## config.mk

```make
export PLATFORM = sky130hd
export DESIGN_NAME = rtab_dep_tracker
export DESIGN_NICKNAME = d
export VERILOG_FILES = /design/src/logic/rtab_pkg.sv /design/src/logic/rtab_dep_tracker.sv
export SDC_FILE = /design/constraint.sdc
export NUM_CORES = 1
export LEC_CHECK = 0
export BUFFER_PORTS_ARGS = -buffer_cell sky130_fd_sc_hd__buf_2
export CORE_ASPECT_RATIO = 0.5
export CORE_UTILIZATION = 44
export DETAILED_ROUTE_END_ITERATION = 8
export HOLD_SLACK_MARGIN = 0.12
export PLACE_DENSITY = 0.82
export SLEW_MARGIN = 15
export SYNTH_ARGS = -nofsm -noshare
export SYNTH_HDL_FRONTEND = slang
export SYNTH_SLANG_ARGS = --single-unit
```

## constraint.sdc

```tcl
create_clock -name clk_i -period 1.07 [get_ports clk_i]
set_input_delay 0.107 -clock clk_i [delete_from_list [all_inputs] [get_ports clk_i]]
set_output_delay 0.107 -clock clk_i [all_outputs]
set_load 0.05 [all_outputs]
```

## src/logic/rtab_pkg.sv

```systemverilog
/*
 * Shared widths and types of the data cache replay table
 * Imported by the blocks that handle requests, dependencies or pop state
 */
`default_nettype none

package rtab_pkg;

    localparam int RTAB_ADDR_W      = 32;
    localparam int RTAB_CL_OFFSET_W = 6;
    localparam int RTAB_NLINE_W     = RTAB_ADDR_W - RTAB_CL_OFFSET_W;

    typedef logic [RTAB_ADDR_W-1:0]  rtab_addr_t;
    typedef logic [RTAB_NLINE_W-1:0] rtab_nline_t;

    typedef enum logic [1:0] {
        LOAD,
        STORE,
        AMO,
        PREFETCH
    } rtab_op_e;

    // Request as parked in the table
    typedef struct packed {
        rtab_op_e   op;
        rtab_addr_t addr;
        logic [7:0] tid;
    } rtab_req_t;

    // Reasons a request cannot be replayed yet
    typedef struct packed {
        logic mshr_hit;
        logic mshr_full;
        logic miss_not_ready;
    } rtab_deps_t;

    // Link is set when the request joins the list of its cache line
    typedef struct packed {
        rtab_req_t  req;
        rtab_deps_t deps;
        logic       link;
    } rtab_alloc_t;

    typedef enum logic [1:0] {
        POP_HEAD,
        POP_NEXT,
        POP_NEXT_WAIT
    } rtab_pop_state_e;

    function automatic rtab_nline_t rtab_nline_of(input rtab_addr_t addr);
        return addr[RTAB_CL_OFFSET_W +: RTAB_NLINE_W];
    endfunction

endpackage

`default_nettype wire

```

## src/logic/rtab_dep_tracker.sv

```systemverilog
/*
 * Per-entry dependency and error flags of the replay table
 * Flags load on allocation or rollback and clear on refill and miss-ready events
 */
`timescale 1ns/100ps
`default_nettype none

module rtab_dep_tracker
    import rtab_pkg::*;
#(
    parameter int NUM_ENTRIES = 8,
    localparam int PTR_W = $clog2(NUM_ENTRIES)
) (
    input  logic                          clk_i,
    input  logic                          rst_ni,
    input  logic [NUM_ENTRIES-1:0]        alloc_sel_i,
    input  rtab_deps_t                    alloc_deps_i,
    input  logic                          rback_i,
    input  logic [PTR_W-1:0]              rback_ptr_i,
    input  rtab_deps_t                    rback_deps_i,
    input  logic [NUM_ENTRIES-1:0]        valid_i,
    input  rtab_nline_t [NUM_ENTRIES-1:0] nline_i,
    input  logic                          refill_valid_i,
    input  rtab_nline_t                   refill_nline_i,
    input  logic                          refill_error_i,
    input  logic                          miss_ready_i,
    output logic [NUM_ENTRIES-1:0]        blocked_o,
    output logic [NUM_ENTRIES-1:0]        error_o
);

    rtab_deps_t [NUM_ENTRIES-1:0] deps_q;
    logic [NUM_ENTRIES-1:0]       error_q;
    logic [NUM_ENTRIES-1:0]       refill_hit;
    logic [NUM_ENTRIES-1:0]       rback_sel;

    for (genvar i = 0; i < NUM_ENTRIES; i++) begin : g_match
        assign refill_hit[i] = refill_valid_i && (nline_i[i] == refill_nline_i);
        assign rback_sel[i]  = rback_i && (rback_ptr_i == PTR_W'(i));
        assign blocked_o[i]  = |deps_q[i];
    end

    assign error_o = error_q;

    always_ff @(posedge clk_i or negedge rst_ni) begin
        if (!rst_ni) begin
            deps_q  <= '0;
            error_q <= '0;
        end else begin
            for (int i = 0; i < NUM_ENTRIES; i++) begin
                if (alloc_sel_i[i]) begin
                    deps_q[i]  <= alloc_deps_i;
                    error_q[i] <= 1'b0;
                end else if (rback_sel[i]) begin
                    deps_q[i] <= rback_deps_i;
                end else begin
                    // Only a refill of the same line releases a pending miss
                    if (refill_hit[i]) begin
                        deps_q[i].mshr_hit <= 1'b0;
                    end
                    // Any refill frees a miss table slot
                    if (refill_valid_i) begin
                        deps_q[i].mshr_full <= 1'b0;
                    end
                    if (miss_ready_i) begin
                        deps_q[i].miss_not_ready <= 1'b0;
                    end
                    if (refill_hit[i] && refill_error_i && valid_i[i] && deps_q[i].mshr_hit) begin
                        error_q[i] <= 1'b1;
                    end
                end
            end
        end
    end

endmodule

`default_nettype wire

```

==> flow_summary.toml, run 1 <==
[timing]
rsz0062_at_grt = "true"
tightest_slew_ns = 0.3209
hold_ws_ns = 0.1284
fin_skew_ns = 0.0005799
setup_viol_count_final = 24
min_period_over_period_pct = 125.0
setup_slack_ns = -0.2671
slew_headroom_pct = 78.32
fin_crit_ns = 1.337
final_max_slew_viol_count = 0
max_freq_ghz = 0.7479
tns_ns = -5.533
hold_viol_final = 0

[min_path]
hp-start = "alloc_sel_i[2]"
hp-class = "in -> reg"

[synthesis]
ys.warnings.count = 0
ys_top_cells_by_area = "xnor2_1 38%, dfrtp_1 18%, nand4_1 7.5%"
syn_nets = 780
syn-cell-area_um2 = 4432
syn-instance-count = 515
yosysMostFrequentCell = "xnor2_1"
yosys.area.top_type_share_pct = 38.34
synth_common_cells = "194 x xnor2_1, 53 x nand4_1, 37 x a21oi_1"
synth.avg_cell_area_um2 = 8.605
synth_edf_count = 0
synth.largest_area_cell = "xnor2_1"
ys.flop_type = "dfrtp_1"
yosysSeqAreaShare_pct = 18.07
ys_async_sr_fraction_pct = 100.0
ys_types = 36
ys_ff_latch = 32

[power_and_ir_drop]
p_leak_uw = 0.003593
total_power_uw = 6125
ir_drop_mv = 0.5854
pwr_density_cell_nw_per_um2 = 792.7

[setup_path]
worstPathRequired_ns = 1.29
reg2reg_slack_ns = 0.03
crit_type = "in -> reg"
reg2reg_from = "deps_q[17]$_DFFE_PN0P_"
startpoint_type = "primary input"
crit_arrival_ns = 1.55
worstSetupEndpointType = "register"
crit_start = "refill_nline_i[9]"
critical_path.max_fanout = 7

[final_layout]
fill_cells = 646
area_delta_synth_final_pct = 74.36
drive_gt1_share_pct = 55.76
antennaDiodeCount = 0
fin_nets = 1114
final_util_pct = 80.47

[clock_network]
cts_tree = "yes"
clockBufferDepth = 2
numCtsBuffers = 5
clk-insertion-delay-late_ns = 0.28
htree_levels = 2
cts_root_buf = "clkbuf_16"
path_clk_slew_ns = 0.05
cts_sinks = 32

[route]
drc = 0
met3WireLength_mm = 1.181
vias = 5383
wl_met2_mm = 9.859
routed.top_layer = "met4"
drt-met1-wl_mm = 7.576
viasPerCell = 5.465
first_pass_iters = 5
wl_per_cell_um = 19.58
drt-total-wl_mm = 19.28
drt_iter0_markers = 274
final_antenna_net_count = 0

[floorplan]
start_util_pct = 46.15
io_pins = 281
chipHeight_um = 72.97
fp-row-count = 25
die_width_um = 143.9
die-area_um2 = 10500
core_um2 = 9603

[grt]
grt_pass1_vias = 5482
grt_max_degree = 33
grt_overflow = 0
grt_usage_pct = 36.50
antenna_found_initial = 0
grt_pass1_wl_mm = 28.68

[outcome]
status = "finished, violations left"
violations = "setup timing"

[placed_design]
dp_slack_ns = -0.7465
port_buffers = 280
finalWeightedCongestion = 1.015
dp_hpwl_mm = 15.09

[job]
drv_cap = 0
worst max-delay path: stages:
cell and delay (ns):
buf_12 0.12, buf_6 0.11, xnor2_2 0.14, nand4_1 0.11, or4_4 0.57, nor4_4 0.21, a22o_1 0.18
final timing paths:
kind,endpoint,cells past startpoint
worst max-delay path,error_o[7]$_DFFE_PN0P_,7
worst min-delay path,deps_q[6]$_DFFE_PN0P_,3
worst max register to register,deps_q[17]$_DFFE_PN0P_,5
worst min register to register,error_o[0]$_DFFE_PN0P_,2
max in group asynchronous,deps_q[5]$_DFFE_PN0P_,3
min in group asynchronous,error_o[0]$_DFFE_PN0P_,3
power breakdown:
part           switching (uW)  internal (uW)
logic                    1390           1650
registers                45.3           1290
clock network             525           1220
state kept, by name, indices dropped and copies added, names as in the netlist:
signal   flops
deps_q      24
error_o      8
routing by layer:
layer	global-route usage [%]	vias to the layer above
met5	0	-
met4	15.13	0
met3	4.528	55
met2	65.49	268
met1	44.82	2591
li1	-	2469
timing repair:
action / CTS / global route
buffers inserted: 8 / 5
endpoints found under the hold margin: 48 / 0
endpoints found under the setup margin: 24 / 24
gates resized for setup: 128 / 23
hold buffers: 11 / 0
pin swaps: 35 / 18
through the flow:
step	cells	area (um2)
2_1_floorplan	515	5016
3_3_place_gp	953	6623
3_5_place_dp	953	6623
4_1_cts	980	7546
5_1_grt	985	7727
6_report	985	7727
placed cells by master (no fill, tap or decap), types with 5 or more instances in the layout:
cell type / n
nor4_4: 5
nand4_1: 53
o21ai_1: 16
dfrtp_1: 32
xor2_1: 11
xnor2_4: 7
and3_1: 7
or3_4: 6
inv_1: 8
buf_12: 17
dlygate4sd3_1: 11
buf_8: 6
nor3b_1: 16
xnor2_2: 71
mux2i_1: 7
buf_6: 22
nand3_1: 7
or4_4: 7
buf_4: 65
nor2_1: 14
nand2_1: 19
xnor2_1: 119
a21oi_1: 33
a22o_1: 7
clkbuf_16: 5
buf_2: 249
area by class of cell:
class                      count  area (um2)  share of cell area, %
multi-input combinational    432        4023                  52.06
clock inverter                 1       30.03                 0.3886
clock buffer                   7       152.6                  1.975
timing repair buffer         370        2522                  32.64
sequential                    32       800.8                  10.36
tap                          135       168.9                  2.186
inverter                       8       30.03                 0.3886
cell families after synthesis:
family	count (synthesis)	synth area share, %
and+or+nand+nor	153	22.19
DFF	32	18.07
muxes	7	1.581
xor gates and xnor gates	208	41.61
AOI/OAI and AO/OA	64	8.018
buffers and inverters	51	8.526
Power figures use the tool's default switching activity.
==> inputs of run 2 (changes only) <==
--- a/config.mk
+++ b/config.mk
@@ -10,7 +10,7 @@
 export CORE_UTILIZATION = 44
 export DETAILED_ROUTE_END_ITERATION = 8
 export HOLD_SLACK_MARGIN = 0.12
-export PLACE_DENSITY = 0.82
+export PLACE_DENSITY = 0.78
 export SLEW_MARGIN = 15
 export SYNTH_ARGS = -nofsm -noshare
 export SYNTH_HDL_FRONTEND = slang
==> flow_summary.toml, run 2 (same netlist as run 1, synthesis figures left out) <==
[outcome]
status = "finished, violations left"
violations = "setup timing"

[clock_network]
cts_root_buf = "clkbuf_16"
cts_sinks = 32
clk-insertion-delay-late_ns = 0.28
numCtsBuffers = 5
clockBufferDepth = 2
path_clk_slew_ns = 0.05
htree_levels = 2
cts_tree = "yes"

[timing]
tightest_slew_ns = 0.4272
setup_viol_count_final = 24
max_freq_ghz = 0.6929
rsz0062_at_grt = "true"
hold_viol_final = 0
final_max_slew_viol_count = 0
fin_crit_ns = 1.443
fin_skew_ns = 0.0004366
tns_ns = -6.408
setup_slack_ns = -0.3732
min_period_over_period_pct = 134.9
slew_headroom_pct = 71.52

[route]
drc = 0
wl_per_cell_um = 19.52
drt-total-wl_mm = 19.23
vias = 5353
viasPerCell = 5.435
final_antenna_net_count = 0
drt_iter0_markers = 452
first_pass_iters = 4

[final_layout]
largest_reg_flops = 24
regMostFlops = "deps_q"
fin_nets = 1114
drive_gt1_share_pct = 55.88
final_common_cell = "buf_2"
finish.instance_area_um2 = 7685
antennaDiodeCount = 0
mostFrequentLayoutCells = "250 x buf_2, 114 x xnor2_1, 78 x xnor2_2"
area_delta_synth_final_pct = 73.40

[placed_design]
port_buffers = 280
placed_area_um2 = 6585
finalWeightedCongestion = 0.9111
dp_hpwl_mm = 14.92

[setup_path]
reg2reg_depth = 5
startpoint_type = "primary input"
reg2reg_slack_ns = -0.04
crit_arrival_ns = 1.63
worstPathRequired_ns = 1.26
reg2reg_from = "deps_q[23]$_DFFE_PN0P_"
crit_type = "in -> reg"
worstSetupEndpointType = "register"
r2r_end = "deps_q[23]$_DFFE_PN0P_"
critical_path.max_fanout = 5

[floorplan]
core_um2 = 9603
chipHeight_um = 72.97
io_pins = 281
die-area_um2 = 10500
fp-row-count = 25
start_util_pct = 46.15
die_width_um = 143.9

[grt]
grt_usage_pct = 36.28
grt_max_degree = 33
grt_pass1_wl_mm = 28.17
antenna_found_initial = 0
grt_overflow = 0
grt_pass1_vias = 5384

[power_and_ir_drop]
pwr_density_cell_nw_per_um2 = 754.8
ir_drop_mv = 0.5926
p_leak_uw = 0.003615

[min_path]
min_path_cells = 3
hp-class = "in -> reg"
min_to = "deps_q[7]$_DFFE_PN0P_"
hp-start = "alloc_sel_i[2]"

[job]
drv_cap = 0
run 2: cell count changes in the layout (fill, tap and decap cells not counted), moves of 2 or more:
cell,previous run,this run
nor4_2,3,1
nor4_4,5,7
clkbuf_1,0,2
xnor2_2,71,78
buf_12,17,15
xnor2_4,7,5
xnor2_1,119,114
run 2: what timing repair did:
item,CTS,global route
resized for setup,125,22
pin swaps,31,23
hold endpoints to repair,48,0
cloned,0,0
setup buffers,8,5
hold buffers,11,0
endpoints found under the setup margin,24,24
run 2: metal layers:
layer / up-vias / share of wire [%] / global-route usage (%)
met5: - / 0 / 0
met4: 0 / 2.6 / 13.24
li1: 2471 / - / -
met3: 50 / 7.3 / 5.249
met2: 269 / 52 / 66.72
met1: 2563 / 39 / 43.50
run 2: stage by stage:
stage | setup WS [ns] | total power [uW] | util (%) | hold slack [ns] | std cells
6_report | -0.3732 | 5801 | 80.03 | 0.1288 | 985
5_1_grt | -0.4147 | 6053 | 80.03 | 0.1392 | 985
4_1_cts | -0.3702 | 5670 | 78.11 | 0.1216 | 980
3_5_place_dp | -0.7653 | 3884 | 68.57 | 0.1570 | 953
3_3_place_gp | -0.7055 | 3846 | 68.57 | 0.1527 | 953
2_1_floorplan | -0.2689 | 2929 | - | -0.1886 | 515
run 2: worst max path at each step:
stage	cells after the start	slack [ns]	from	end
2_1_floorplan	6	-0.27	refill_nline_i[0]	deps_q[14]$_DFFE_PN0P_
3_3_place_gp	7	-0.71	refill_nline_i[15]	deps_q[17]$_DFFE_PN0P_
3_5_place_dp	9	-0.77	refill_nline_i[15]	error_o[0]$_DFFE_PN0P_
4_1_cts	7	-0.37	refill_nline_i[15]	deps_q[17]$_DFFE_PN0P_
5_1_grt	8	-0.41	refill_nline_i[10]	error_o[1]$_DFFE_PN0P_
6_report	9	-0.37	refill_nline_i[15]	error_o[0]$_DFFE_PN0P_
run 2: final cells by class:
cell class	count	area [um2]
clock buffer	8	146.4
sequential	32	800.8
multi-input combinational	432	4044
inverter	8	30.03
fill	630	1918
tap	135	168.9
timing repair buffer	370	2495
run 2: critical path, stage by stage:
cell     delay, ns
buf_12        0.11
buf_12        0.13
buf_6         0.11
xnor2_2       0.13
nand4_1       0.11
nor4_2        0.30
buf_4         0.16
nand4_1       0.20
o31ai_1       0.26
run 2: report_power, final:
| part | switching, uW | leakage (uW) | total [uW] | internal [uW] |
|---|---|---|---|---|
| Combinational | 1390 | 0.00313 | 3030 | 1640 |
| Clock | 513 | 0.0000712 | 1440 | 927 |
| Sequential | 46.9 | 0.000410 | 1340 | 1290 |
==> inputs of run 3 (changes only) <==
--- a/config.mk
+++ b/config.mk
@@ -5,7 +5,7 @@
 export SDC_FILE = /design/constraint.sdc
 export NUM_CORES = 1
 export LEC_CHECK = 0
-export BUFFER_PORTS_ARGS = -buffer_cell sky130_fd_sc_hd__buf_2
+export BUFFER_PORTS_ARGS = -buffer_cell sky130_fd_sc_hd__clkbuf_2
 export CORE_ASPECT_RATIO = 0.5
 export CORE_UTILIZATION = 44
 export DETAILED_ROUTE_END_ITERATION = 8
==> constraint.sdc (replaced) <==
create_clock -name clk_i -period 1.07 [get_ports clk_i]
set_input_delay 0.1605 -clock clk_i [delete_from_list [all_inputs] [get_ports clk_i]]
set_output_delay 0.1605 -clock clk_i [all_outputs]
set_load 0.05 [all_outputs]
==> flow_summary.toml, run 3 (same netlist as run 1, synthesis figures left out) <==
[setup_path]
startpoint_type = "primary input"
worstPathRequired_ns = 1.29
reg2reg_from = "deps_q[8]$_DFFE_PN0P_"
crit_arrival_ns = 1.65
crit_slowest_cell = "or4_4"
crit_type = "in -> reg"
worstSetupEndpointType = "register"
crit_chain = "clkbuf_16 > buf_8 > xnor2_2 > nand4_1 > or4_4 > nor4_4 > a22o_1"
reg2reg_slack_ns = -0.18
reg2reg_depth = 6
r2r_end = "deps_q[8]$_DFFE_PN0P_"
critical_path.max_fanout = 4
critical-path-max-stage-delay_ns = 0.60

[route]
vias = 5298
wl_per_cell_um = 19.86
viasPerCell = 5.428
first_pass_iters = 5
drt_iter0_markers = 380
drt-total-wl_mm = 19.38
drc = 0
final_antenna_net_count = 0

[timing]
tightest_slew_ns = 0.3623
fin_skew_ns = 0.001976
fin_crit_ns = 1.431
final_max_slew_viol_count = 0
hold_viol_final = 0
slew_headroom_pct = 75.85
tns_ns = -7.432
max_freq_ghz = 0.6990
setup_viol_count_final = 24
rsz0062_at_grt = "true"
min_period_over_period_pct = 133.7
setup_slack_ns = -0.3605

[min_path]
min_path_cells = 3
hp-start = "valid_i[0]"
hp-class = "in -> reg"
min_to = "error_o[0]$_DFFE_PN0P_"

[final_layout]
finish.instance_area_um2 = 7666
antennaDiodeCount = 0
mostFrequentLayoutCells = "238 x clkbuf_2, 122 x xnor2_1, 73 x xnor2_2"
regMostFlops = "deps_q"
drive_gt1_share_pct = 56.36
fin_nets = 1105
area_delta_synth_final_pct = 72.98
final_common_cell = "clkbuf_2"
final_util_pct = 79.83
finalNonFillerCells = 976
largest_reg_flops = 24

[placed_design]
dp_cells = 961
port_buffers = 280
finalWeightedCongestion = 0.9892
dp_hpwl_mm = 15.14
dp_slack_ns = -0.8018
placed_area_um2 = 6685

[job]
drv_cap = 0

[outcome]
violations = "setup timing"
status = "finished, violations left"

[clock_network]
path_clk_slew_ns = 0.05
numCtsBuffers = 5
clk-insertion-delay-late_ns = 0.28
cts_sinks = 32
cts_tree = "yes"
clockBufferDepth = 2
htree_levels = 2
cts_root_buf = "clkbuf_16"

[power_and_ir_drop]
clock_power_share_pct = 26.7
seqPwrFrac_pct = 22.3
p_switching_uw = 1932
p_leak_uw = 0.003644
ir_drop_mv = 0.6869
internal-power_uw = 4035
swShare_pct = 32.38
combPwrFrac_pct = 51.0
pwr_density_cell_nw_per_um2 = 778.3

[floorplan]
die_width_um = 143.9
core_um2 = 9603
io_pins = 281
start_util_pct = 46.15
fp-row-count = 25
chipHeight_um = 72.97
die-area_um2 = 10500

[grt]
grt_overflow = 0
antenna_found_initial = 0
grt_usage_pct = 36.93
grt_max_degree = 33
grt_pass1_vias = 5480
grt_pass1_wl_mm = 28.70
[run 3: per-stage QoR]
| step | power [uW] | hold WS [ns] |
|---|---|---|
| 2_1_floorplan | 2965 | -0.1351 |
| 3_5_place_dp | 3952 | 0.1357 |
| 6_report | 5967 | 0.1528 |
| 3_3_place_gp | 3903 | 0.1336 |
| 5_1_grt | 6228 | 0.1642 |
| 4_1_cts | 5863 | 0.1527 |
[run 3: power groups by stage]
stage	Sequential [uW]	Combinational (uW)	Clock (uW)
after floorplan	1340	1620	0
after global placement	1350	2560	0
after detailed placement	1350	2600	0
after CTS	1330	2930	1610
after global routing	1340	3220	1670
final	1330	3040	1590
[run 3: worst max path at each step]
stage | start | endpoint | slack (ns) | cells past startpoint
5_1_grt | refill_nline_i[21] | error_o[2]$_DFFE_PN0P_ | -0.44 | 8
4_1_cts | refill_nline_i[7] | deps_q[23]$_DFFE_PN0P_ | -0.39 | 7
2_1_floorplan | refill_nline_i[0] | deps_q[14]$_DFFE_PN0P_ | -0.32 | 6
3_5_place_dp | refill_nline_i[9] | deps_q[17]$_DFFE_PN0P_ | -0.80 | 7
3_3_place_gp | refill_nline_i[5] | error_o[6]$_DFFE_PN0P_ | -0.75 | 6
6_report | refill_nline_i[22] | error_o[6]$_DFFE_PN0P_ | -0.36 | 7
[run 3: cell type report]
cell class / count / area, um2
Clock inverter: 2 / 35.03
Timing Repair Buffer: 361 / 2509
Sequential cell: 32 / 800.8
Inverter: 8 / 30.03
Tap cell: 135 / 168.9
Fill cell: 644 / 1937
Clock buffer: 6 / 128.9
Multi-Input combinational cell: 432 / 3994
[run 3: timing repair]
action | 4_1_cts | 5_1_grt
hold buffers | 1 | 0
resized for setup | 118 | 39
buffers inserted | 4 | 2
endpoints found under the setup margin | 31 | 33
endpoints found under the hold margin | 32 | 0
pin swaps | 23 | 22
[run 3: per-layer routing]
layer | track usage [%] | wire length, um | up-vias
li1 | - | - | 2442
met1 | 42.74 | 7388 | 2516
met2 | 68.55 | 9912 | 275
met3 | 6.430 | 1384 | 65
met4 | 14.54 | 698 | 0
met5 | 0 | 0 | -
[run 3: worst max-delay path: cells and delay by family]
kind / cells / cell delay, ns
AO/OA/AOI/OAI: 1 / 0.16
buffers and inverters: 2 / 0.27
XOR/XNOR: 1 / 0.11
AND/OR/NAND/NOR: 3 / 0.94
