[config.mk]
export PLATFORM = sky130hd
export DESIGN_NAME = rtab_entry_store
export DESIGN_NICKNAME = d
export VERILOG_FILES = /design/src/logic/rtab_pkg.sv /design/src/logic/rtab_entry_store.sv
export SDC_FILE = /design/constraint.sdc
export NUM_CORES = 1
export LEC_CHECK = 0
export ABC_CLOCK_PERIOD_IN_PS = 4100
export BUFFER_PORTS_ARGS = -buffer_cell sky130_fd_sc_hd__buf_2
export CORE_AREA = 2 2 272 274
export DETAILED_ROUTE_END_ITERATION = 8
export DIE_AREA = 0 0 274 276
export HOLD_SLACK_MARGIN = 0.05
export PLACE_DENSITY_LB_ADDON = 0.3
export SETUP_SLACK_MARGIN = 0.1
export SLEW_MARGIN = 20
export SYNTH_ARGS = -nofsm -noshare
export SYNTH_HDL_FRONTEND = slang
export SYNTH_SLANG_ARGS = --single-unit
[constraint.sdc]
create_clock -name clk_i -period 4.1 [get_ports clk_i]
set_clock_uncertainty 0.05 [all_clocks]
set_input_delay 0.41 -clock clk_i [delete_from_list [all_inputs] [get_ports clk_i]]
set_output_delay 0.41 -clock clk_i [all_outputs]
set_load 0.01 [all_outputs]
[src/logic/rtab_pkg.sv]
/*
 * Shared widths and types of the data cache replay table
 * Imported by the blocks that handle requests, dependencies or pop state
 */
`default_nettype none

package rtab_pkg;

    localparam int RTAB_ADDR_W      = 32;
    localparam int RTAB_CL_OFFSET_W = 6;
    localparam int RTAB_NLINE_W     = RTAB_ADDR_W - RTAB_CL_OFFSET_W;

    typedef logic [RTAB_ADDR_W-1:0]  rtab_addr_t;
    typedef logic [RTAB_NLINE_W-1:0] rtab_nline_t;

    typedef enum logic [1:0] {
        LOAD,
        STORE,
        AMO,
        PREFETCH
    } rtab_op_e;

    // Request as parked in the table
    typedef struct packed {
        rtab_op_e   op;
        rtab_addr_t addr;
        logic [7:0] tid;
    } rtab_req_t;

    // Reasons a request cannot be replayed yet
    typedef struct packed {
        logic mshr_hit;
        logic mshr_full;
        logic miss_not_ready;
    } rtab_deps_t;

    // Link is set when the request joins the list of its cache line
    typedef struct packed {
        rtab_req_t  req;
        rtab_deps_t deps;
        logic       link;
    } rtab_alloc_t;

    typedef enum logic [1:0] {
        POP_HEAD,
        POP_NEXT,
        POP_NEXT_WAIT
    } rtab_pop_state_e;

    function automatic rtab_nline_t rtab_nline_of(input rtab_addr_t addr);
        return addr[RTAB_CL_OFFSET_W +: RTAB_NLINE_W];
    endfunction

endpackage

`default_nettype wire

[src/logic/rtab_entry_store.sv]
/*
 * Entry array of the replay table with list bookkeeping
 * Allocates the lowest free entry and links same-line requests in arrival order
 */
`timescale 1ns/100ps
`default_nettype none

module rtab_entry_store
    import rtab_pkg::*;
#(
    parameter int NUM_ENTRIES = 8,
    localparam int PTR_W = $clog2(NUM_ENTRIES)
) (
    input  logic                                clk_i,
    input  logic                                rst_ni,
    input  logic                                alloc_fire_i,
    input  rtab_alloc_t                         alloc_i,
    input  rtab_nline_t                         check_nline_i,
    input  logic [NUM_ENTRIES-1:0]              taken_i,
    input  logic                                commit_i,
    input  logic [PTR_W-1:0]                    commit_ptr_i,
    input  logic                                rback_i,
    input  logic [PTR_W-1:0]                    rback_ptr_i,
    output logic                                check_hit_o,
    output logic [NUM_ENTRIES-1:0]              valid_o,
    output logic [NUM_ENTRIES-1:0]              head_o,
    output logic [NUM_ENTRIES-1:0]              tail_o,
    output logic [NUM_ENTRIES-1:0][PTR_W-1:0]   next_o,
    output rtab_nline_t [NUM_ENTRIES-1:0]       nline_o,
    output rtab_req_t [NUM_ENTRIES-1:0]         req_o,
    output logic [NUM_ENTRIES-1:0]              alloc_sel_o,
    output logic                                full_o,
    output logic                                fence_o
);

    logic [NUM_ENTRIES-1:0]            valid_q;
    logic [NUM_ENTRIES-1:0]            head_q;
    logic [NUM_ENTRIES-1:0]            tail_q;
    logic [NUM_ENTRIES-1:0][PTR_W-1:0] next_q;
    rtab_req_t [NUM_ENTRIES-1:0]       req_q;

    logic [NUM_ENTRIES-1:0] free_first;
    logic [PTR_W-1:0]       alloc_ptr;
    logic [NUM_ENTRIES-1:0] link_tail;
    logic [NUM_ENTRIES-1:0] commit_sel;
    logic [NUM_ENTRIES-1:0] rback_sel;
    logic [NUM_ENTRIES-1:0] check_match;
    logic [NUM_ENTRIES-1:0] is_amo;
    rtab_nline_t            alloc_nline;

    assign alloc_nline = rtab_nline_of(alloc_i.req.addr);

    // Lowest free entry
    always_comb begin
        free_first = '0;
        alloc_ptr  = '0;
        for (int i = NUM_ENTRIES - 1; i >= 0; i--) begin
            if (!valid_q[i]) begin
                free_first    = '0;
                free_first[i] = 1'b1;
                alloc_ptr     = PTR_W'(i);
            end
        end
    end

    for (genvar i = 0; i < NUM_ENTRIES; i++) begin : g_entry
        assign nline_o[i]     = rtab_nline_of(req_q[i].addr);
        assign check_match[i] = valid_q[i] && (nline_o[i] == check_nline_i);
        assign is_amo[i]      = valid_q[i] && (req_q[i].op == AMO);
        // Old tail of the line that the new request joins
        assign link_tail[i]   = alloc_fire_i && alloc_i.link && valid_q[i] && tail_q[i]
                                && (nline_o[i] == alloc_nline);
        assign commit_sel[i]  = commit_i && (commit_ptr_i == PTR_W'(i));
        assign rback_sel[i]   = rback_i && (rback_ptr_i == PTR_W'(i));
    end

    assign alloc_sel_o = free_first & {NUM_ENTRIES{alloc_fire_i}};
    assign check_hit_o = |check_match;
    assign fence_o     = |is_amo;
    assign full_o      = &valid_q;
    assign valid_o     = valid_q;
    assign head_o      = head_q;
    assign tail_o      = tail_q;
    assign next_o      = next_q;
    assign req_o       = req_q;

    always_ff @(posedge clk_i or negedge rst_ni) begin
        if (!rst_ni) begin
            valid_q <= '0;
            head_q  <= '0;
            tail_q  <= '0;
            next_q  <= '0;
        end else begin
            valid_q <= (valid_q | alloc_sel_o) & ~commit_sel;
            // A popped entry leaves the head set until it is rolled back
            head_q  <= (head_q & ~taken_i & ~alloc_sel_o) | rback_sel
                       | (alloc_sel_o & {NUM_ENTRIES{!alloc_i.link}});
            tail_q  <= (tail_q & ~link_tail) | alloc_sel_o;
            for (int i = 0; i < NUM_ENTRIES; i++) begin
                if (link_tail[i]) begin
                    next_q[i] <= alloc_ptr;
                end
            end
        end
    end

    always_ff @(posedge clk_i) begin
        for (int i = 0; i < NUM_ENTRIES; i++) begin
            if (alloc_sel_o[i]) begin
                req_q[i] <= alloc_i.req;
            end
        end
    end

endmodule

`default_nettype wire

==> results.txt, run 1 <==
The flow ran to the end, and the final reports show no timing, DRC or antenna violations. The first TritonRoute pass finished after 5 iterations. STA classifies the critical path startpoint as a register. After detailed routing, no signal wire sits above met5. The worst hold path begins at alloc_i[6]. For this run, the total global-route usage over all layers was measured as 0.241.

The final weighted congestion in routability-driven placement came out at 0.959. The total half-perimeter wirelength after legalization and detailed placement is 74100 µm. The initial antenna violation count came out at 19. The maximum ir drop on the vdd rail is 0.262 mV. The root buffer cell chosen for the clock tree is clkbuf_16.

The number of buffers inserted for hold repair after clock tree synthesis came out at 20. The static leakage power came out at 9.22 nW. The insertion delay to the later sink of the worst-skew pair came out at 0.60 ns.

The minimum hold slack came out at 0.0662 ns. For this configuration, the core starts out at a cell density of 0.259. The analysis attributes to net switching a power of 3.08 mW. The mapped cell area came out at 18800 µm².

Post-CTS repair changed the size of 0 cells. For this run, design rule violations remaining after detail routing come to 0. The antenna violation net count after detailed routing is 0. The most frequently used flop master after synthesis is edfxtp_1. The first global-routing pass estimated 124000 µm of wire. The clock period minus worst slack is 3.43 ns. The maximum frequency from static timing analysis is 291 MHz. The post-CTS clock slew at the launch and capture registers of the worst setup and hold paths came out at 0.06 ns. The top-level port count is 694. Setup repair after global routing left no endpoint under its margin. Setup violations remaining at the end of the flow were counted as 0. The reg2reg setup slack is 1.04 ns. The H-tree was split into 2 levels. The number of synthesized flops with an enable pin came out at 336. After floorplanning, the core was sized to cover 72600 µm².

Detailed routing placed a total of 46700 µm of wire on met2. The share of the Yosys chip area taken by registers is 0.602. The async set-reset flop share out of synthesis came out at 0.125. The wire length reported by the detailed router came out at 94300 µm.

The number of setup buffers added after CTS is 0. The required time at the worst-slack endpoint came out at 3.64 ns. The fraction of final layout cells with drive strength greater than 1 came out at 0.447. The share of total power in the clock network is 0.407. Entering global routing, the biggest net connects 49 pins. The data arrival at the endpoint of the critical path came out at 2.97 ns. The final total power is 10.6 mW. The worst hold path belongs to the class in2reg. The internal portion of the total power is 7.49 mW.

The final max-slew violation count came out at 0. The cell area after placement came out at 21900 µm². After the first detailed-routing iteration, the DRC count stood at 1151. The count of endpoints failing hold in the final timing report is 0. The number of sinks handled by clock tree synthesis is 384. The start point of the critical path is nline_o[47]. The warning count from the yosys run came out at 0.

The net count after synthesis is 1450. The synthesized design contains 384 register bits. The average instance in the mapped netlist occupies 13.8 µm². In the final timing run, aggregate negative setup slack is 0 ns.

The global-route congestion overflow total came out at 0. At the end of the flow the core is filled with cells to 0.327. In the finished design, the share of the clock period the worst path needs comes to 0.837. After detailed routing, the number of vias per cell comes to 4.68. The clock passes through at most 3 buffers. The final-layout fill cell count is 7347. The total number of vias came out at 13600. The register share of total power is 0.451. STA classifies the critical path endpoint as a primary output. The final instance area came out at 23700 µm².

The detailed router put a total of 40700 µm of wire on met1. After the last flow step, the layout net total stands at 1981. In the synthesized netlist, the number of instances is 1359. The floorplan step set the die width to 274 µm. The post-synthesis to final-layout area growth is 26.4%.

The combinational cell fraction of total power came out at 0.142. At the pin with the least slew margin, the transition time is 1.12 ns. The height of the chip is 276 µm.

Dividing the detail-routed wire length by the instance count gives 32.6 µm. In this run, CTS created clock tree buffers numbering 47. The count of buffers added on input and output ports is 690. The die area is 75600 µm². The worst pin sits at a relative slew slack of 0.252. The via count of the first global-routing pass came out at 13500. In this run the critical register-to-register path is launched from nline_o[177]. The standard-cell row count is 99. The switching share of power is 0.292.

The count of different cell masters after synthesis came out at 45. Dividing total power by cell area gives a power density of 446 nW/µm². The tool flagged a number of max-cap violations equal to 0. The TritonCTS clock tree is built. The largest fanout of any net on the critical path came out at 4. The length of routed met3 wiring is 4790 µm. The class of the most critical setup path is reg2out.
-- layout make-up --
class / count / area [µm²] / area share
Clock inverter: 34 / 369 / 0.0156
Antenna cell: 7 / 17.5 / 0.000738
Inverter: 20 / 75.1 / 0.00316
Tap cell: 959 / 1200 / 0.0506
Clock buffer: 52 / 1210 / 0.0512
Sequential cell: 384 / 11300 / 0.476
Timing Repair Buffer: 752 / 3970 / 0.167
Multi-Input combinational cell: 685 / 5590 / 0.236
-- cells in the mapped netlist (3+ instances only) --
cell,number,area share
nand2b_1,7,0.0023
o22ai_1,4,0.0013
a21oi_1,5,0.0013
o221ai_1,4,0.0019
xor2_1,104,0.049
nor2_1,6,0.0012
a22oi_1,4,0.0016
inv_1,20,0.0040
o21ai_0,8,0.0021
nand3b_1,8,0.0032
a31oi_1,5,0.0017
nand4_1,85,0.028
buf_2,21,0.0056
nor4_1,24,0.0080
buf_4,208,0.083
nand2_1,9,0.0018
nand3_1,17,0.0045
mux2_2,24,0.014
clkbuf_1,36,0.0072
dfrtp_1,48,0.064
xnor2_1,312,0.15
nor3_1,20,0.0053
or4_4,6,0.0036
nor4_4,8,0.0091
buf_6,3,0.0018
nor2b_1,3,0.0010
edfxtp_1,336,0.54
-- metrics by stage --
stage,std cells,setup slack [ns]
6_report,2893,0.667
5_1_grt,2889,0.512
4_1_cts,2886,0.578
3_5_place_dp,2780,0.861
3_3_place_gp,2780,0.862
2_1_floorplan,1359,0.231
-- state kept, by name, summed over array words and instances, names as in the netlist --
name	cells
tail_o	8
next_o	24
nline_o	208
req_o	128
valid_o	8
head_o	8
-- cell usage in the layout, fill, tap and decap left out, types with 9 or more instances in the layout --
master and instances:
nand4_1 85, nor3_1 20, dfrtp_1 48, nor4_1 24
xnor2_1 312, mux2_2 24, inv_1 16, dlygate4sd3_1 20
xor2_1 104, buf_4 43, nand2_1 9, clkbuf_16 47
buf_2 689, nand3_1 17, edfxtp_1 336
-- power groups by stage --
stage | registers, mW | logic (mW) | clock network (mW)
5_1_grt | 4.79 | 1.57 | 4.54
2_1_floorplan | 4.79 | 0.745 | 0
3_5_place_dp | 4.86 | 1.48 | 0
3_3_place_gp | 4.85 | 1.48 | 0
4_1_cts | 4.78 | 1.50 | 4.41
6_report | 4.77 | 1.50 | 4.30
-- layer usage --
layer,GRT usage,up-vias
met2,0.415,634
met5,0,-
li1,-,5694
met1,0.319,7107
met3,0.0338,105
met4,0.0567,10
-- worst paths after layout --
check | end | depth (start not counted)
worst max-delay path | check_hit_o | 6
max in group asynchronous | head_o[4] | 2
min in group asynchronous | next_o[0] | 2
worst max register to register | next_o[19] | 5
worst min-delay path | req_o[212] | 1
worst min register to register | next_o[7] | 1
-- cell families after synthesis --
group | after synthesis | synth area share
AO/OA/AOI/OAI | 39 | 0.0141
buffers and inverters | 290 | 0.102
XOR/XNOR | 416 | 0.194
flip-flops | 384 | 0.602
multiplexers | 24 | 0.0144
AND/OR/NAND/NOR | 206 | 0.0735
-- critical path, cell delays in order (launching register included) --
cell and delay, ns:
edfxtp_1 0.52, xnor2_1 0.58, nand4_1 0.18, nor4_1 0.47, a22oi_1 0.17, nand4_1 0.26, buf_2 0.20
Power figures use the tool's default switching activity.
==> inputs of run 2 (changes only) <==
--- a/config.mk
+++ b/config.mk
@@ -5,11 +5,11 @@
 export SDC_FILE = /design/constraint.sdc
 export NUM_CORES = 1
 export LEC_CHECK = 0
-export ABC_CLOCK_PERIOD_IN_PS = 4100
+export ABC_CLOCK_PERIOD_IN_PS = 2700
 export BUFFER_PORTS_ARGS = -buffer_cell sky130_fd_sc_hd__buf_2
-export CORE_AREA = 2 2 272 274
+export CORE_AREA = 2 2 270 272
 export DETAILED_ROUTE_END_ITERATION = 8
-export DIE_AREA = 0 0 274 276
+export DIE_AREA = 0 0 272 274
 export HOLD_SLACK_MARGIN = 0.05
 export PLACE_DENSITY_LB_ADDON = 0.3
 export SETUP_SLACK_MARGIN = 0.1
==> constraint.sdc (replaced) <==
create_clock -name clk_i -period 2.7 [get_ports clk_i]
set_clock_uncertainty 0.05 [all_clocks]
set_input_delay 0.27 -clock clk_i [delete_from_list [all_inputs] [get_ports clk_i]]
set_output_delay 0.27 -clock clk_i [all_outputs]
set_load 0.01 [all_outputs]
==> results.txt, run 2 (synthesis results as in run 1) <==
The run finished, with violations left. The checks that failed: setup timing. Leaving out fill and tap cells, the most frequent cells in the layout are 689 x buf_2, 336 x edfxtp_1, 287 x xnor2_1. The power per cell area came out at 629 nW/µm². The initialized floorplan defines 99 standard-cell rows. After global routing the overflow that remains totals 0. The met2 demand-to-capacity share in global routing is 0.418. The total number of cells along the worst setup path is 6. The top-level port count is 694.

The number of buffers and inverters on the critical path came out at 1. The TritonCTS clock tree is built. The count of port buffers added during placement is 690. The normalized max-slew margin came out at 0.546.

The met3 track demand over resource is 0.0406. Measured in cells, the most critical reg-to-reg path has a length of 6. The number of vias per cell after detailed routing came out at 4.68. The pin slew with the least headroom to its limit came out at 0.679 ns.

The total of max-cap violations is 0. The maximum single-stage delay on the critical path came out at 0.50 ns. The height of the chip came out at 274 µm. The initial antenna violation count is 12.

The width of the die came out at 272 µm. The maximum level of the CTS H-tree is 2. The utilization after layout came out at 0.358. The die area came out at 74500 µm². The setup TNS after final layout came out at -0.263 ns.

Setup repair after global routing could not meet its margin everywhere. The final max-slew violation count came to 0. After detailed routing, the average wire length per cell comes to 31.5 µm.

STA classifies the critical path endpoint as a primary output. The category of cells accounting for the largest share of critical-path delay is simple AND/OR/NAND/NOR gates. The global router's overall resource usage is 0.250. The critical path goes through xnor2_1, nand3_1, nor3_1, a22oi_1, nand4_1, buf_2. The hold-critical path depth is 2. CTS placed an instance of clkbuf_16 at the clock tree root. The total number of vias is 14400. Data arrives at the worst endpoint at 2.64 ns. The number of flip-flops in the largest register is 208.

The critical-path cell with the highest stage delay is edfxtp_1. Setup violations remaining at the end of the flow were counted as 1. The required time at the worst-slack endpoint is 2.38 ns. The met1 capacity usage during global routing is 0.328. The buffer levels on the longest clock path is 3. met2 is the most crowded layer. The insertion delay to the later sink of the worst-skew pair came out at 0.60 ns.

The HPWL after detailed placement is 74000 µm. The count of endpoints failing hold in the final timing report came out at 0. The critical path in this run is classified as reg2out. The largest net degree at the start of global routing is 44. The maximum frequency from static timing analysis came out at 337 MHz. The number of nets in the finished design came out at 2176. The most frequent standard cell in the layout excluding fill and tap cells is buf_2. The via count of the first global-routing pass came out at 14200. The clock period minus worst slack is 2.96 ns. Clock tree synthesis inserted a total of 46 buffers. Of all nets on the critical path, the largest fanout is 4. The path class of the lowest-slack min-delay path is in2reg. The static leakage power is 10.4 nW. VDD sags by at most 0.581 mV. The core region is 72000 µm². The final critical-path setup slack came out at -0.263 ns.

The startpoint class of the critical path is a register. The first-iteration detailed-routing DRC count came out at 1266. The detail route stage leaves a number of antenna-violating nets equal to 0. The first-pass GRT wire length is 126000 µm. Relative to the synthesized area, the layout overhead comes to 37.4%. The fraction of final layout cells with drive strength greater than 1 is 0.494.

The wire length reported by the detailed router came out at 96900 µm. The starting density of the core came out at 0.261. Before antenna repair, the detailed router went through 7 iterations.

For this run, design rule violations remaining after detail routing come to 0. The number of sinks handled by clock tree synthesis came out at 384. The post-CTS clock slew at the launch and capture registers of the worst setup and hold paths is 0.06 ns. The final weighted congestion in routability-driven placement is 0.986. The share of the clock period used by the worst path after layout came out at 1.10.
[run 2: worst paths after layout]
path | startpoint | end | slack (ns)
max | nline_o[46] | check_hit_o | -0.26
min | alloc_i[19] | nline_o[157] | 0.09
max reg2reg | nline_o[177] | next_o[20] | 0.05
min reg2reg | next_o[20] | next_o[20] | 0.45
max in group asynchronous | rst_ni | head_o[6] | 1.75
min in group asynchronous | rst_ni | next_o[10] | 0.20
[run 2: final cells by class]
cell class              instances  area (µm²)
fillers                      7162       46200
flip-flops and latches        384       11300
repair buffers                948        5860
multi-input cells             685        5850
well taps                     959        1200
clock buffers                  50        1170
clock inverters                32         324
inverters                      20        81.3
diodes                          1        2.50
[run 2: stage by stage]
step / power (mW) / cells / instance area, µm² / hold WS (ns) / setup slack (ns)
floorplan: 8.40 / 1359 / 18800 / -0.0756 / -0.0691
global placement: 9.78 / 2894 / 22900 / 0.0874 / 0.00151
detailed placement: 9.79 / 2894 / 22900 / 0.0814 / 0.0126
CTS: 16.3 / 3056 / 25400 / 0.0528 / -0.274
global route: 16.7 / 3079 / 25800 / 0.0698 / -0.293
finish: 16.2 / 3079 / 25800 / 0.0861 / -0.263
[run 2: power breakdown]
group	switching, mW	leakage, nW	internal, mW
registers	0.335	3.64	6.80
clock network	2.63	0.722	3.61
logic	1.73	5.99	1.09
total	4.70	10.4	11.5
[run 2: routing by layer]
metal	share of wire	up-vias	wire, µm
li1	-	6058	-
met1	0.43	7441	41200
met2	0.48	726	46200
met3	0.058	156	5580
met4	0.040	14	3830
met5	0.00079	-	77
[run 2: worst reg2reg max path, delay by kind of cell, from the launching register on]
| kind | cells | cell delay, ns |
|---|---|---|
| mux | 1 | 0.34 |
| simple gates | 3 | 0.93 |
| buf+inv | 1 | 0.21 |
| flops | 1 | 0.53 |
| xor+xnor | 1 | 0.46 |
[run 2: timing repair]
item,4_1_cts,5_1_grt
setup endpoints to repair,9,16
cloned,5,1
hold buffers,61,0
setup buffers,14,21
resized for setup,17,30
endpoints found under the hold margin,263,0
pin swaps,7,13
==> inputs of run 3 (changes only) <==
--- a/config.mk
+++ b/config.mk
@@ -7,9 +7,9 @@
 export LEC_CHECK = 0
 export ABC_CLOCK_PERIOD_IN_PS = 2700
 export BUFFER_PORTS_ARGS = -buffer_cell sky130_fd_sc_hd__buf_2
-export CORE_AREA = 2 2 270 272
+export CORE_AREA = 2 2 272 274
 export DETAILED_ROUTE_END_ITERATION = 8
-export DIE_AREA = 0 0 272 274
+export DIE_AREA = 0 0 274 276
 export HOLD_SLACK_MARGIN = 0.05
 export PLACE_DENSITY_LB_ADDON = 0.3
 export SETUP_SLACK_MARGIN = 0.1
==> results.txt, run 3 (synthesis results as in run 1) <==
The run finished, with violations left. The final reports fail on setup timing. The path depth of the worst reg2reg path came out at 5. The number of setup violations in the final report is 1. The global-route congestion overflow total came out at 0. Entering global routing, the biggest net connects 44 pins. The initial antenna violation count is 10. The slowest stage of the critical path is the edfxtp_1 cell. Together, buffers and inverters on the worst path number 1. The buffer levels on the longest clock path is 3. Dividing the detail-routed via count by the number of cells gives 4.70. For this block, the initial DRC count from the detailed router was 1326. Counting I/O delays and the setup requirement, the final critical path takes 2.99 ns. At the end of routability-driven placement, the weighted congestion stood at 0.971.

The height of the chip is 276 µm. The critical path starts at nline_o[168]. The required time at the worst-slack endpoint is 2.38 ns. The area of combinational cells with multiple inputs is 5760 µm². The post-route non-filler standard cell count came out at 3040.

The worst setup path is of the reg2out kind. Along the worst hold path, the cell count comes to 1. The wire length reported by the detailed router came out at 96500 µm.

In this run the standard cell core region covers 72600 µm². In this run the power density over the cells is 647 nW/µm². The routed length per instance is 31.8 µm. The final instance area is 25300 µm². Data on the critical path arrives at its endpoint at 2.67 ns. In this run the remaining antenna-violating nets after routing total 0.

The library cell used most frequently in the layout, excluding fill and tap cells, is buf_2. Setup repair after global routing could not meet its margin everywhere. The fraction of final layout cells with drive strength greater than 1 came out at 0.483.

Once detailed placement completed, the half-perimeter wirelength came to 74700 µm. The total placed cells including tap cells is 2886. The maximum ir drop on the vdd rail came out at 0.519 mV. Across the run, the number of max-cap violations was 0.

The count of endpoints failing hold in the final timing report is 0. The setup TNS after final layout came out at -0.291 ns. In this run the critical register-to-register path is captured at next_o[20]. Headroom to the max-slew limit came out at 0.526. The post-synthesis to final-layout area growth is 34.7%. The end point of the most critical hold path is nline_o[65]. The library cells used most frequently in the layout, excluding fill and tap cells, are 690 x buf_2, 336 x edfxtp_1, 296 x xnor2_1.

The number of nets in the finished design came out at 2132. The most used routing layer is met2. The tightest min-delay check is of the in2reg type. The width of the die came out at 274 µm. The met2 demand-to-capacity share in global routing came out at 0.419. The length of the first detailed-routing pass in iterations came out at 5. The reg2reg setup slack is 0.12 ns. Input and output buffers added on the ports amount to 690. Among cell families on the critical path, the largest total delay comes from simple AND/OR/NAND/NOR gates.

The residual DRC count is 0. The insertion delay to the later sink of the worst-skew pair came out at 0.59 ns. After detailed placement, the total cell area comes to 22800 µm². STA classifies the critical path startpoint as a register. The largest fanout of any net on the critical path is 4.

The maximum level of the CTS H-tree came out at 2. The post-CTS clock slew at the launch and capture registers of the worst setup and hold paths came out at 0.06 ns. The final max-slew violation count is 0. TritonCTS built the clock tree. The total number of vias came out at 14300. The standard-cell row count came out at 99.

The critical path goes through xnor2_1, nand4_1, nor4_1, a22oi_1, nand4_1, buf_2. The top-level port count came out at 694. The starting density of the core is 0.259. The static leakage power came out at 10.1 nW. The pin slew with the least headroom to its limit came out at 0.708 ns. STA classifies the critical path endpoint as a primary output. The number of flip-flops in the largest register came out at 208. The die area is 75600 µm². For this run, global-route usage on met3 was measured as 0.0383. The via count of the first global-routing pass is 14100.

The final critical-path setup slack is -0.291 ns. The sequential cells in the finished layout cover a total of 11300 µm². The startpoint identified for the worst register-to-register timing path is nline_o[177]. The most numerous cell on the critical path is nand4_1. The maximum single-stage delay on the critical path came out at 0.52 ns. Static timing analysis puts the maximum clock frequency at 334 MHz. The share of the clock period used by the worst path after layout came out at 1.11. The final-layout fill cell count is 7345. The tree is rooted in a clkbuf_16. The met1 capacity usage during global routing came out at 0.322. The global router's overall resource usage came out at 0.248. The first-pass GRT wire length came out at 127000 µm. The number of sinks handled by clock tree synthesis is 384. In this run the most critical hold path is launched from alloc_i[31].

The number of clock buffers added by TritonCTS is 48.
run 3: per-stage QoR:
step,utilization,hold slack [ns],setup slack (ns),power (mW)
floorplan,-,-0.0756,-0.0691,8.40
global placement,0.315,0.199,-0.0164,9.80
detailed placement,0.315,0.210,-0.0147,9.80
CTS,0.347,0.0514,-0.305,16.5
global route,0.348,0.0567,-0.313,16.8
finish,0.348,0.0695,-0.291,16.3
run 3: worst max-delay path by stage:
| stage | end | slack [ns] | cells past startpoint |
|---|---|---|---|
| floorplan | nline_o[156] | -0.07 | 4 |
| global placement | next_o[5] | -0.02 | 6 |
| detailed placement | next_o[3] | -0.01 | 6 |
| CTS | check_hit_o | -0.31 | 7 |
| global route | check_hit_o | -0.31 | 8 |
| finish | check_hit_o | -0.29 | 6 |
run 3: cell type report:
class                           count  share of cell area
Antenna cell                        3            0.000297
Inverter                           20             0.00312
Tap cell                          959              0.0475
Clock inverter                     25             0.00941
Multi-Input combinational cell    685               0.228
Clock buffer                       62              0.0525
Sequential cell                   384               0.447
Timing Repair Buffer              902               0.212
run 3: repair_timing:
item                                    CTS  global route
endpoints found under the hold margin   193             0
endpoints found under the setup margin   14             9
gates cloned                              3             0
buffers inserted                          9             2
hold buffers                             50             0
gates resized for setup                  18            13
pin swaps                                 8             4
run 3: worst reg2reg max path, stage by stage, from the launching register on:
cell and delay (ns):
edfxtp_1 0.44, xnor2_1 0.41, nand4_1 0.19, or4_4 0.46
nor4_4 0.51, mux2_2 0.40
run 3: power breakdown:
group	internal, mW	switching, mW	leakage (nW)
Combinational	1.02	1.70	5.68
Clock	3.78	2.71	0.768
Sequential	6.81	0.333	3.64
Total	11.6	4.74	10.1
run 3: routing by layer:
layer	part of all wire	routed length, µm
met2	0.49	47100
met3	0.060	5840
met1	0.42	40200
met5	0.00056	54
met4	0.035	3380
